===== config.mk =====
export PLATFORM = sky130hd
export DESIGN_NAME = denseLayer
export DESIGN_NICKNAME = d
export VERILOG_FILES = /design/src/common/apbPkg.sv /design/src/common/layerPkg.sv /design/src/common/macBus.sv /design/src/layer/denseLayer.sv /design/src/layer/indexCounter.sv /design/src/layer/layerSequencer.sv /design/src/layer/neuronAccumulator.sv /design/src/layer/operandStore.sv /design/src/logic/apbRegs.sv
export SDC_FILE = /design/constraint.sdc
export NUM_CORES = 2
export LEC_CHECK = 0
export BUFFER_PORTS_ARGS = -buffer_cell sky130_fd_sc_hd__buf_2
export CORE_MARGIN = 2
export CORE_UTILIZATION = 45
export CTS_CLUSTER_SIZE = 12
export DETAILED_ROUTE_END_ITERATION = 10
export PLACE_DENSITY = 0.65
export RECOVER_POWER = 25
export SLEW_MARGIN = 20
export SYNTH_ARGS = -nofsm -noshare
export SYNTH_HDL_FRONTEND = slang
export SYNTH_SLANG_ARGS = --single-unit

===== constraint.sdc =====
create_clock -name clk -period 7.3 [get_ports clk]
set_input_delay 1.825 -clock clk [delete_from_list [all_inputs] [get_ports clk]]
set_output_delay 1.825 -clock clk [all_outputs]
set_load 0.02 [all_outputs]

===== src/common/apbPkg.sv =====
package apbPkg;

	typedef logic [9:0] apbAddrT;
	typedef logic [31:0] apbDataT;

	// Control and status registers
	localparam apbAddrT ctrlAddr = 10'h000;
	localparam apbAddrT statusAddr = 10'h004;

	// Operand and result windows, one word per entry
	localparam apbAddrT activationBase = 10'h040;
	localparam apbAddrT biasBase = 10'h080;
	localparam apbAddrT resultBase = 10'h0C0;
	localparam apbAddrT weightBase = 10'h100;

	localparam int startBit = 0;
	localparam int busyBit = 0;
	localparam int doneBit = 1;

endpackage


===== src/common/layerPkg.sv =====
package layerPkg;

	// Operand and result types of the layer datapath
	typedef logic signed [7:0] activationT;
	typedef logic signed [7:0] weightT;
	typedef logic signed [7:0] biasT;

	// Wide enough for the bias plus fifteen full-scale products
	typedef logic signed [19:0] accT;

	typedef logic [15:0] resultT;

	localparam int numInputs = 15;
	localparam int numNeurons = 4;

	// Weight (n,i) sits at n*16 + i, so one row per neuron
	localparam int weightDepth = 64;

	typedef logic [3:0] inputIndexT;
	typedef logic [1:0] neuronIndexT;
	typedef logic [5:0] weightIndexT;

	localparam int resultMax = 65535;

endpackage


===== src/common/macBus.sv =====
`timescale 1ns/1ps

interface macBus;

	// Load the bias into the accumulator
	logic clear;

	// Add one activation and weight product
	logic accumulate;

	// Clamp and write the neuron result
	logic finish;

	// High in the cycle the result is written
	logic resultValid;

	modport sequencer
	(
		output clear,
		output accumulate,
		output finish,
		input resultValid
	);

	modport accumulator
	(
		input clear,
		input accumulate,
		input finish,
		output resultValid
	);

endinterface


===== src/layer/denseLayer.sv =====
`timescale 1ns/1ps

module denseLayer
	import layerPkg::*, apbPkg::*;
(
	input logic clk,
	input logic reset,
	input apbAddrT paddr,
	input logic psel,
	input logic penable,
	input logic pwrite,
	input apbDataT pwdata,
	output apbDataT prdata,
	output logic pready,
	output logic pslverr
);

	logic start;
	logic busy;
	logic layerDone;
	logic lastInput;
	logic lastNeuron;
	logic counterClear;
	logic counterStep;
	inputIndexT inputIndex;
	neuronIndexT neuronIndex;
	weightIndexT weightIndex;

	logic activationWrite;
	logic weightWrite;
	logic biasWrite;
	activationT activationWriteData;
	weightT weightWriteData;
	biasT biasWriteData;
	inputIndexT hostActivationIndex;
	weightIndexT hostWeightIndex;
	neuronIndexT hostBiasIndex;
	neuronIndexT hostResultIndex;
	activationT hostActivationData;
	weightT hostWeightData;
	biasT hostBiasData;
	resultT hostResultData;

	activationT activation;
	weightT weight;
	biasT bias;
	logic resultWrite;
	resultT result;

	macBus mac ();

	apbRegs apbRegs0
	(
		.clk(clk),
		.reset(reset),
		.paddr(paddr),
		.psel(psel),
		.penable(penable),
		.pwrite(pwrite),
		.pwdata(pwdata),
		.prdata(prdata),
		.pready(pready),
		.pslverr(pslverr),
		.busy(busy),
		.layerDone(layerDone),
		.start(start),
		.activationWrite(activationWrite),
		.activationWriteData(activationWriteData),
		.weightWrite(weightWrite),
		.weightWriteData(weightWriteData),
		.biasWrite(biasWrite),
		.biasWriteData(biasWriteData),
		.activationIndex(hostActivationIndex),
		.activationReadData(hostActivationData),
		.weightIndex(hostWeightIndex),
		.weightReadData(hostWeightData),
		.biasIndex(hostBiasIndex),
		.biasReadData(hostBiasData),
		.resultIndex(hostResultIndex),
		.resultReadData(hostResultData)
	);

	layerSequencer layerSequencer0
	(
		.clk(clk),
		.reset(reset),
		.start(start),
		.busy(busy),
		.layerDone(layerDone),
		.lastInput(lastInput),
		.lastNeuron(lastNeuron),
		.counterClear(counterClear),
		.counterStep(counterStep),
		.bus(mac.sequencer)
	);

	indexCounter indexCounter0
	(
		.clk(clk),
		.reset(reset),
		.counterClear(counterClear),
		.counterStep(counterStep),
		.inputIndex(inputIndex),
		.neuronIndex(neuronIndex),
		.weightIndex(weightIndex),
		.lastInput(lastInput),
		.lastNeuron(lastNeuron)
	);

	neuronAccumulator neuronAccumulator0
	(
		.clk(clk),
		.reset(reset),
		.activation(activation),
		.weight(weight),
		.bias(bias),
		.bus(mac.accumulator),
		.resultWrite(resultWrite),
		.result(result)
	);

	// Port A feeds the datapath and port B serves the host
	operandStore #(.payloadT(activationT), .depth(numInputs)) activationStore
	(
		.clk(clk),
		.reset(reset),
		.writeEnable(activationWrite),
		.writeIndex(hostActivationIndex),
		.writeData(activationWriteData),
		.readIndexA(inputIndex),
		.readDataA(activation),
		.readIndexB(hostActivationIndex),
		.readDataB(hostActivationData)
	);

	operandStore #(.payloadT(weightT), .depth(weightDepth)) weightStore
	(
		.clk(clk),
		.reset(reset),
		.writeEnable(weightWrite),
		.writeIndex(hostWeightIndex),
		.writeData(weightWriteData),
		.readIndexA(weightIndex),
		.readDataA(weight),
		.readIndexB(hostWeightIndex),
		.readDataB(hostWeightData)
	);

	operandStore #(.payloadT(biasT), .depth(numNeurons)) biasStore
	(
		.clk(clk),
		.reset(reset),
		.writeEnable(biasWrite),
		.writeIndex(hostBiasIndex),
		.writeData(biasWriteData),
		.readIndexA(neuronIndex),
		.readDataA(bias),
		.readIndexB(hostBiasIndex),
		.readDataB(hostBiasData)
	);

	// The datapath only writes results, so port A stays open
	operandStore #(.payloadT(resultT), .depth(numNeurons)) resultStore
	(
		.clk(clk),
		.reset(reset),
		.writeEnable(resultWrite),
		.writeIndex(neuronIndex),
		.writeData(result),
		.readIndexA(neuronIndex),
		.readDataA(),
		.readIndexB(hostResultIndex),
		.readDataB(hostResultData)
	);

endmodule


===== src/layer/indexCounter.sv =====
`timescale 1ns/1ps

module indexCounter
	import layerPkg::*;
(
	input logic clk,
	input logic reset,
	input logic counterClear,
	input logic counterStep,
	output inputIndexT inputIndex,
	output neuronIndexT neuronIndex,
	output weightIndexT weightIndex,
	output logic lastInput,
	output logic lastNeuron
);

	always_ff @(posedge clk)
	begin
		if (reset || counterClear)
		begin
			inputIndex <= '0;
			neuronIndex <= '0;
		end
		else if (counterStep)
		begin
			if (lastInput)
			begin
				inputIndex <= '0;
				neuronIndex <= lastNeuron ? '0 : neuronIndex + 1'b1;
			end
			else
			begin
				inputIndex <= inputIndex + 1'b1;
			end
		end
	end

	assign lastInput = inputIndex == inputIndexT'(numInputs - 1);
	assign lastNeuron = neuronIndex == neuronIndexT'(numNeurons - 1);

	// Each neuron owns a row of sixteen weight slots
	assign weightIndex = {neuronIndex, inputIndex};

endmodule


===== src/layer/layerSequencer.sv =====
`timescale 1ns/1ps

module layerSequencer
(
	input logic clk,
	input logic reset,
	input logic start,
	output logic busy,
	output logic layerDone,
	input logic lastInput,
	input logic lastNeuron,
	output logic counterClear,
	output logic counterStep,
	macBus.sequencer bus
);

	typedef enum logic [1:0]
	{
		idleState,
		clearState,
		accumulateState,
		finishState
	} stateT;

	stateT state;
	stateT nextState;

	always_ff @(posedge clk)
	begin
		if (reset)
			state <= idleState;
		else
			state <= nextState;
	end

	always_comb
	begin
		nextState = state;
		case (state)
			idleState:
				if (start)
					nextState = clearState;
			clearState:
				nextState = accumulateState;
			accumulateState:
				if (lastInput)
					nextState = finishState;
			finishState:
				if (bus.resultValid)
					nextState = lastNeuron ? idleState : clearState;
			default:
				nextState = idleState;
		endcase
	end

	assign bus.clear = state == clearState;
	assign bus.accumulate = state == accumulateState;
	assign bus.finish = state == finishState;

	assign busy = state != idleState;
	assign layerDone = bus.finish && bus.resultValid && lastNeuron;

	// The input index holds on the last product so the finish cycle sees this neuron
	assign counterClear = (state == idleState) && start;
	assign counterStep = (bus.accumulate && !lastInput) || (bus.finish && bus.resultValid);

endmodule


===== src/layer/neuronAccumulator.sv =====
`timescale 1ns/1ps

module neuronAccumulator
	import layerPkg::*;
(
	input logic clk,
	input logic reset,
	input activationT activation,
	input weightT weight,
	input biasT bias,
	macBus.accumulator bus,
	output logic resultWrite,
	output resultT result
);

	accT acc;
	logic signed [15:0] product;

	assign product = activation * weight;

	always_ff @(posedge clk)
	begin
		if (reset)
			acc <= '0;
		else if (bus.clear)
			acc <= accT'(bias);
		else if (bus.accumulate)
			acc <= acc + accT'(product);
	end

	// ReLU first, then saturate to the unsigned output range
	always_comb
	begin
		if (acc < 0)
			result = '0;
		else if (acc > resultMax)
			result = resultT'(resultMax);
		else
			result = acc[15:0];
	end

	assign resultWrite = bus.finish;
	assign bus.resultValid = resultWrite;

endmodule


===== src/layer/operandStore.sv =====
`timescale 1ns/1ps

module operandStore
#(
	parameter type payloadT = logic [7:0],
	parameter int depth = 4
)
(
	input logic clk,
	input logic reset,
	input logic writeEnable,
	input logic [$clog2(depth)-1:0] writeIndex,
	input payloadT writeData,
	input logic [$clog2(depth)-1:0] readIndexA,
	output payloadT readDataA,
	input logic [$clog2(depth)-1:0] readIndexB,
	output payloadT readDataB
);

	payloadT entries [depth];

	always_ff @(posedge clk)
	begin
		if (reset)
			entries <= '{default: '0};
		else if (writeEnable)
			entries[writeIndex] <= writeData;
	end

	// Both ports read in the same cycle as their index
	assign readDataA = entries[readIndexA];
	assign readDataB = entries[readIndexB];

endmodule


===== src/logic/apbRegs.sv =====
`timescale 1ns/1ps

module apbRegs
	import layerPkg::*, apbPkg::*;
(
	input logic clk,
	input logic reset,
	input apbAddrT paddr,
	input logic psel,
	input logic penable,
	input logic pwrite,
	input apbDataT pwdata,
	output apbDataT prdata,
	output logic pready,
	output logic pslverr,
	input logic busy,
	input logic layerDone,
	output logic start,
	output logic activationWrite,
	output activationT activationWriteData,
	output logic weightWrite,
	output weightT weightWriteData,
	output logic biasWrite,
	output biasT biasWriteData,
	output inputIndexT activationIndex,
	input activationT activationReadData,
	output weightIndexT weightIndex,
	input weightT weightReadData,
	output neuronIndexT biasIndex,
	input biasT biasReadData,
	output neuronIndexT resultIndex,
	input resultT resultReadData
);

	logic access;
	logic writeAccess;
	logic wordAligned;
	logic ctrlHit;
	logic statusHit;
	logic activationHit;
	logic weightHit;
	logic biasHit;
	logic resultHit;
	logic operandHit;
	logic mapped;
	logic startRequest;
	logic doneFlag;

	assign access = psel && penable;
	assign writeAccess = access && pwrite;

	assign wordAligned = paddr[1:0] == 2'b00;
	assign ctrlHit = paddr == ctrlAddr;
	assign statusHit = paddr == statusAddr;
	assign activationHit = wordAligned && paddr[9:6] == activationBase[9:6]
		&& paddr[5:2] < 4'(numInputs);
	assign biasHit = wordAligned && paddr[9:6] == biasBase[9:6]
		&& paddr[5:2] < 4'(numNeurons);
	assign resultHit = wordAligned && paddr[9:6] == resultBase[9:6]
		&& paddr[5:2] < 4'(numNeurons);
	// Slots 15, 31, 47 and 63 are gaps in the weight rows
	assign weightHit = wordAligned && paddr[9:8] == weightBase[9:8]
		&& paddr[5:2] < 4'(numInputs);

	assign operandHit = activationHit || weightHit || biasHit;
	assign mapped = ctrlHit || statusHit || operandHit || resultHit;

	assign activationIndex = paddr[5:2];
	assign weightIndex = paddr[7:2];
	assign biasIndex = paddr[3:2];
	assign resultIndex = paddr[3:2];

	assign startRequest = writeAccess && ctrlHit && pwdata[startBit];
	assign start = startRequest && !busy;

	// Operands are frozen while the layer runs
	assign activationWrite = writeAccess && activationHit && !busy;
	assign weightWrite = writeAccess && weightHit && !busy;
	assign biasWrite = writeAccess && biasHit && !busy;
	assign activationWriteData = pwdata[7:0];
	assign weightWriteData = pwdata[7:0];
	assign biasWriteData = pwdata[7:0];

	assign pready = 1'b1;
	assign pslverr = access && (!mapped
		|| (pwrite && (statusHit || resultHit || (operandHit && busy)))
		|| (startRequest && busy));

	always_ff @(posedge clk)
	begin
		if (reset || start)
			doneFlag <= 1'b0;
		else if (layerDone)
			doneFlag <= 1'b1;
	end

	always_comb
	begin
		prdata = '0;
		if (statusHit)
		begin
			prdata[busyBit] = busy;
			prdata[doneBit] = doneFlag;
		end
		else if (activationHit)
			prdata = {{24{activationReadData[7]}}, activationReadData};
		else if (weightHit)
			prdata = {{24{weightReadData[7]}}, weightReadData};
		else if (biasHit)
			prdata = {{24{biasReadData[7]}}, biasReadData};
		else if (resultHit)
			prdata = {16'b0, resultReadData};
	end

endmodule


==> results_dict.tcl <==
set metrics [dict create \
    io_buffers 55 \
    path_buf_inv 6 \
    fin_skew_ns 0.0314 \
    synth_top_area_share_pct 35.5 \
    final_core_utilization_pct 49.8 \
    synth_top_cells_by_area "dfxtp_1 35%, mux4_2 18%, a21oi_1 7.5%" \
    failed_checks "max-capacitance violations, max-slew violations" \
    track_usage_pct 28.6 \
    dp_slack_ns 0.248 \
    required_ns 7.88 \
    fmax_mhz 142 \
    drt_iter0_drc 4635 \
    clock_latency_ns 0.67 \
    dpl.hpwl_um 92600 \
    rows 113 \
    slew_violations 665 \
    die_h_um 312 \
    slowest_stage "fa_1" \
    yosysMostFrequentCell "dfxtp_1" \
    ant_nets 0 \
    wl_um 143000 \
    crit_family "adder cells" \
    async_reset_ff_share_pct 0 \
    r2r_setup_slack_ns 0.24 \
    core_um2 94600 \
    holdBufCountCts 0 \
    cts.path.max_buffers 3 \
    grt_pass1_wl_um 217000 \
    path_cells "nand3_1 > buf_4 > o221ai_1 > a21oi_1 > o21ai_0 > o211ai_1 > buf_4 > o21a_2 > buf_4 > or2_2 > fa_1 > inv_1 > fa_1 > inv_1 > fa_1 > inv_1 > fa_1 > ha_1 > ha_1 > a21oi_1 > nand2b_1 > a2bb2oi_1 > or4b_2 > o211ai_1" \
    synth.ff_latch_count 757 \
    nNetsFinal 4671 \
    synth_cell_types 74 \
    clock-sinks 757 \
    slew_headroom_pct -209 \
    r2r_cells 24 \
    ios 81 \
    setup.worst_path.class "reg -> reg" \
    grt_max_degree 174 \
    netlist_instances 4614 \
    grt_overflow 0 \
    setup_viol 0 \
    antenna_found_initial 7 \
    worst_pin_slew_ns 4.63 \
    hold_depth 2 \
    synth_common_cells "757 x dfxtp_1, 639 x a21oi_1, 609 x nand2_1, 573 x o21ai_0, 345 x nor2_1" \
    avgRoutedWirePerCell_um 24.6 \
    die_w_um 312 \
    min_period_ns 7.06 \
    area_growth_pct 10.1 \
    tritoncts "built" \
    ir_drop_mv 0.129 \
    num_vias 36600 \
    worstSetupEndpointType "flop" \
    hold_viol_final 0 \
    final_cell_area_um2 47100 \
    pwr_density_cell_nw_per_um2 191 \
    via_per_inst 6.30 \
    grt_pass1_vias 34900 \
    min_path_type "reg -> reg" \
    cts_htree_levels 3 \
    synth_area_um2 42700 \
    path_clk_slew_ns 0.07 \
    synth_warnings 0 \
    synthFlopType "dfxtp_1" \
    drt_pre_antenna_iters 6 \
    ys_seq_area_share_pct 35.5 \
    leakage_nw 16.7 \
    root_buffer "clkbuf_16" \
    status "finished, violations left" \
    path_depth 24 \
    cp-start-kind "flop" \
    cts_buffers 85 \
    drv_cap 6 \
    synth_enable_flop_cells 0 \
    drc_errors 0 \
    drive_gt1_share_pct 17.1 \
    syn_nets 4803 \
    slowest_delay_ns 0.70 \
    rsz0062_at_grt "no" \
    fin_ws_ns 0.239 \
    cp_max_fo 17 \
    initial_core_util_pct 45.2 \
    synth.largest_area_cell "dfxtp_1" \
    fin_setup_tns_ns 0 \
    dieArea_um2 97500 \
    finalCritPeriodShare_pct 96.7 \
    placed_area_um2 44200 \
    crit_top_cell "fa_1" \
    syn_avg_cell_area_um2 9.26 \
    place_congestion 0.930 \
    crit_arrival_ns 7.64 \
]
-- logic make-up after synthesis --
kind of cell / after synthesis / share of synthesized area (%)
AND/OR/NAND/NOR: 1167 / 11.8
multiplexers: 597 / 23.8
other: 1 / 0.00877
AO/OA/AOI/OAI: 1377 / 17.2
adder cells (fa/ha/maj): 142 / 5.70
buffers and inverters: 556 / 5.71
flip-flops: 757 / 35.5
XOR/XNOR: 17 / 0.348
-- flip-flops by register name (all words and copies together), names as in the netlist --
signal,cells
activationStore.entries,120
resultStore.entries,64
neuronAccumulator0.acc,20
biasStore.entries,32
indexCounter0.neuronIndex,2
apbRegs0.doneFlag,1
layerSequencer0.state,2
weightStore.entries,512
indexCounter0.inputIndex,4
-- worst register-to-register path, cell delays in order, from the launching register on --
cell and delay, ns:
dfxtp_4 0.61, nand3_1 0.23, buf_4 0.25, o221ai_1 0.26
a21oi_1 0.10, o21ai_0 0.15, o211ai_1 0.20, buf_4 0.25
o21a_2 0.13, buf_4 0.17, or2_2 0.29, fa_1 0.67
inv_1 0.13, fa_1 0.70, inv_1 0.14, fa_1 0.50
inv_1 0.06, fa_1 0.43, ha_1 0.29, ha_1 0.30
a21oi_1 0.23, nand2b_1 0.08, a2bb2oi_1 0.14, or4b_2 0.61
o211ai_1 0.09
-- per-layer routing --
layer  GRT usage, %  vias to the layer above  part of all wire (%)
met5              0                        -                 0.015
met4           12.6                        4                   4.6
met3           6.71                      368                    10
met2           43.8                     1869                    45
met1           38.5                    18200                    40
li1               -                    16200                     -
-- metrics by stage --
stage	hold slack [ns]	total power [mW]	cells
2_1_floorplan	0.432	4.49	4614
3_3_place_gp	0.448	4.63	5658
3_5_place_dp	0.454	4.63	5658
4_1_cts	0.462	9.03	5812
5_1_grt	0.486	9.23	5814
6_report	0.463	9.00	5815
-- cell type report --
class                   count  area (µm²)
diodes                      1        2.50
clock buffers             130        2620
clock inverters            24         262
fillers                  8616       47500
inverters                 114         428
multi-input cells        3301       25200
flip-flops and latches    757       15200
well taps                1265        1580
repair buffers            223        1790
-- final timing paths --
kind,from,to
setup / recovery,indexCounter0.inputIndex[1]$_SDFFE_PP0N_,neuronAccumulator0.acc[16]$_SDFFE_PP0P_
hold reg to reg,apbRegs0.doneFlag$_SDFFE_PP0P_,apbRegs0.doneFlag$_SDFFE_PP0P_
setup reg to reg,indexCounter0.inputIndex[1]$_SDFFE_PP0N_,neuronAccumulator0.acc[16]$_SDFFE_PP0P_
hold / removal,apbRegs0.doneFlag$_SDFFE_PP0P_,apbRegs0.doneFlag$_SDFFE_PP0P_
-- where the power goes --
group	total (mW)	internal (mW)	switching, mW
combinational	0.422	0.0958	0.327
clock	4.45	2.62	1.83
sequential	4.13	4.13	0.000259
total	9.00	6.85	2.16
-- layout by cell type, fill, tap and decap left out, types with 7 or more instances in the layout --
cell	instances
nand2_1	604
o211ai_1	9
nand4_1	8
o22ai_1	8
buf_4	145
dfxtp_1	752
fa_1	88
a211oi_1	15
and3_1	7
and2_1	27
clkbuf_8	22
nor3_1	16
ha_1	54
inv_1	113
nand3_2	12
a31oi_1	17
a22oi_1	18
clkbuf_16	90
a21oi_1	639
nand2b_1	10
clkbuf_1	22
o221ai_1	23
buf_2	49
nand3_1	23
mux2_2	20
mux4_2	333
buf_12	18
nor2_1	346
nor2_4	16
clkinv_2	14
o21ai_0	571
mux2i_1	243
o21bai_1	24
nor2b_1	50
a221oi_1	8
xnor2_1	15
-- repair_timing --
| item | CTS | global route |
|---|---|---|
| resized for setup | 0 | 11 |
| setup endpoints to repair | 0 | 5 |
| buffers inserted | 0 | 2 |
Note: power is estimated with default switching activity, not from simulation.
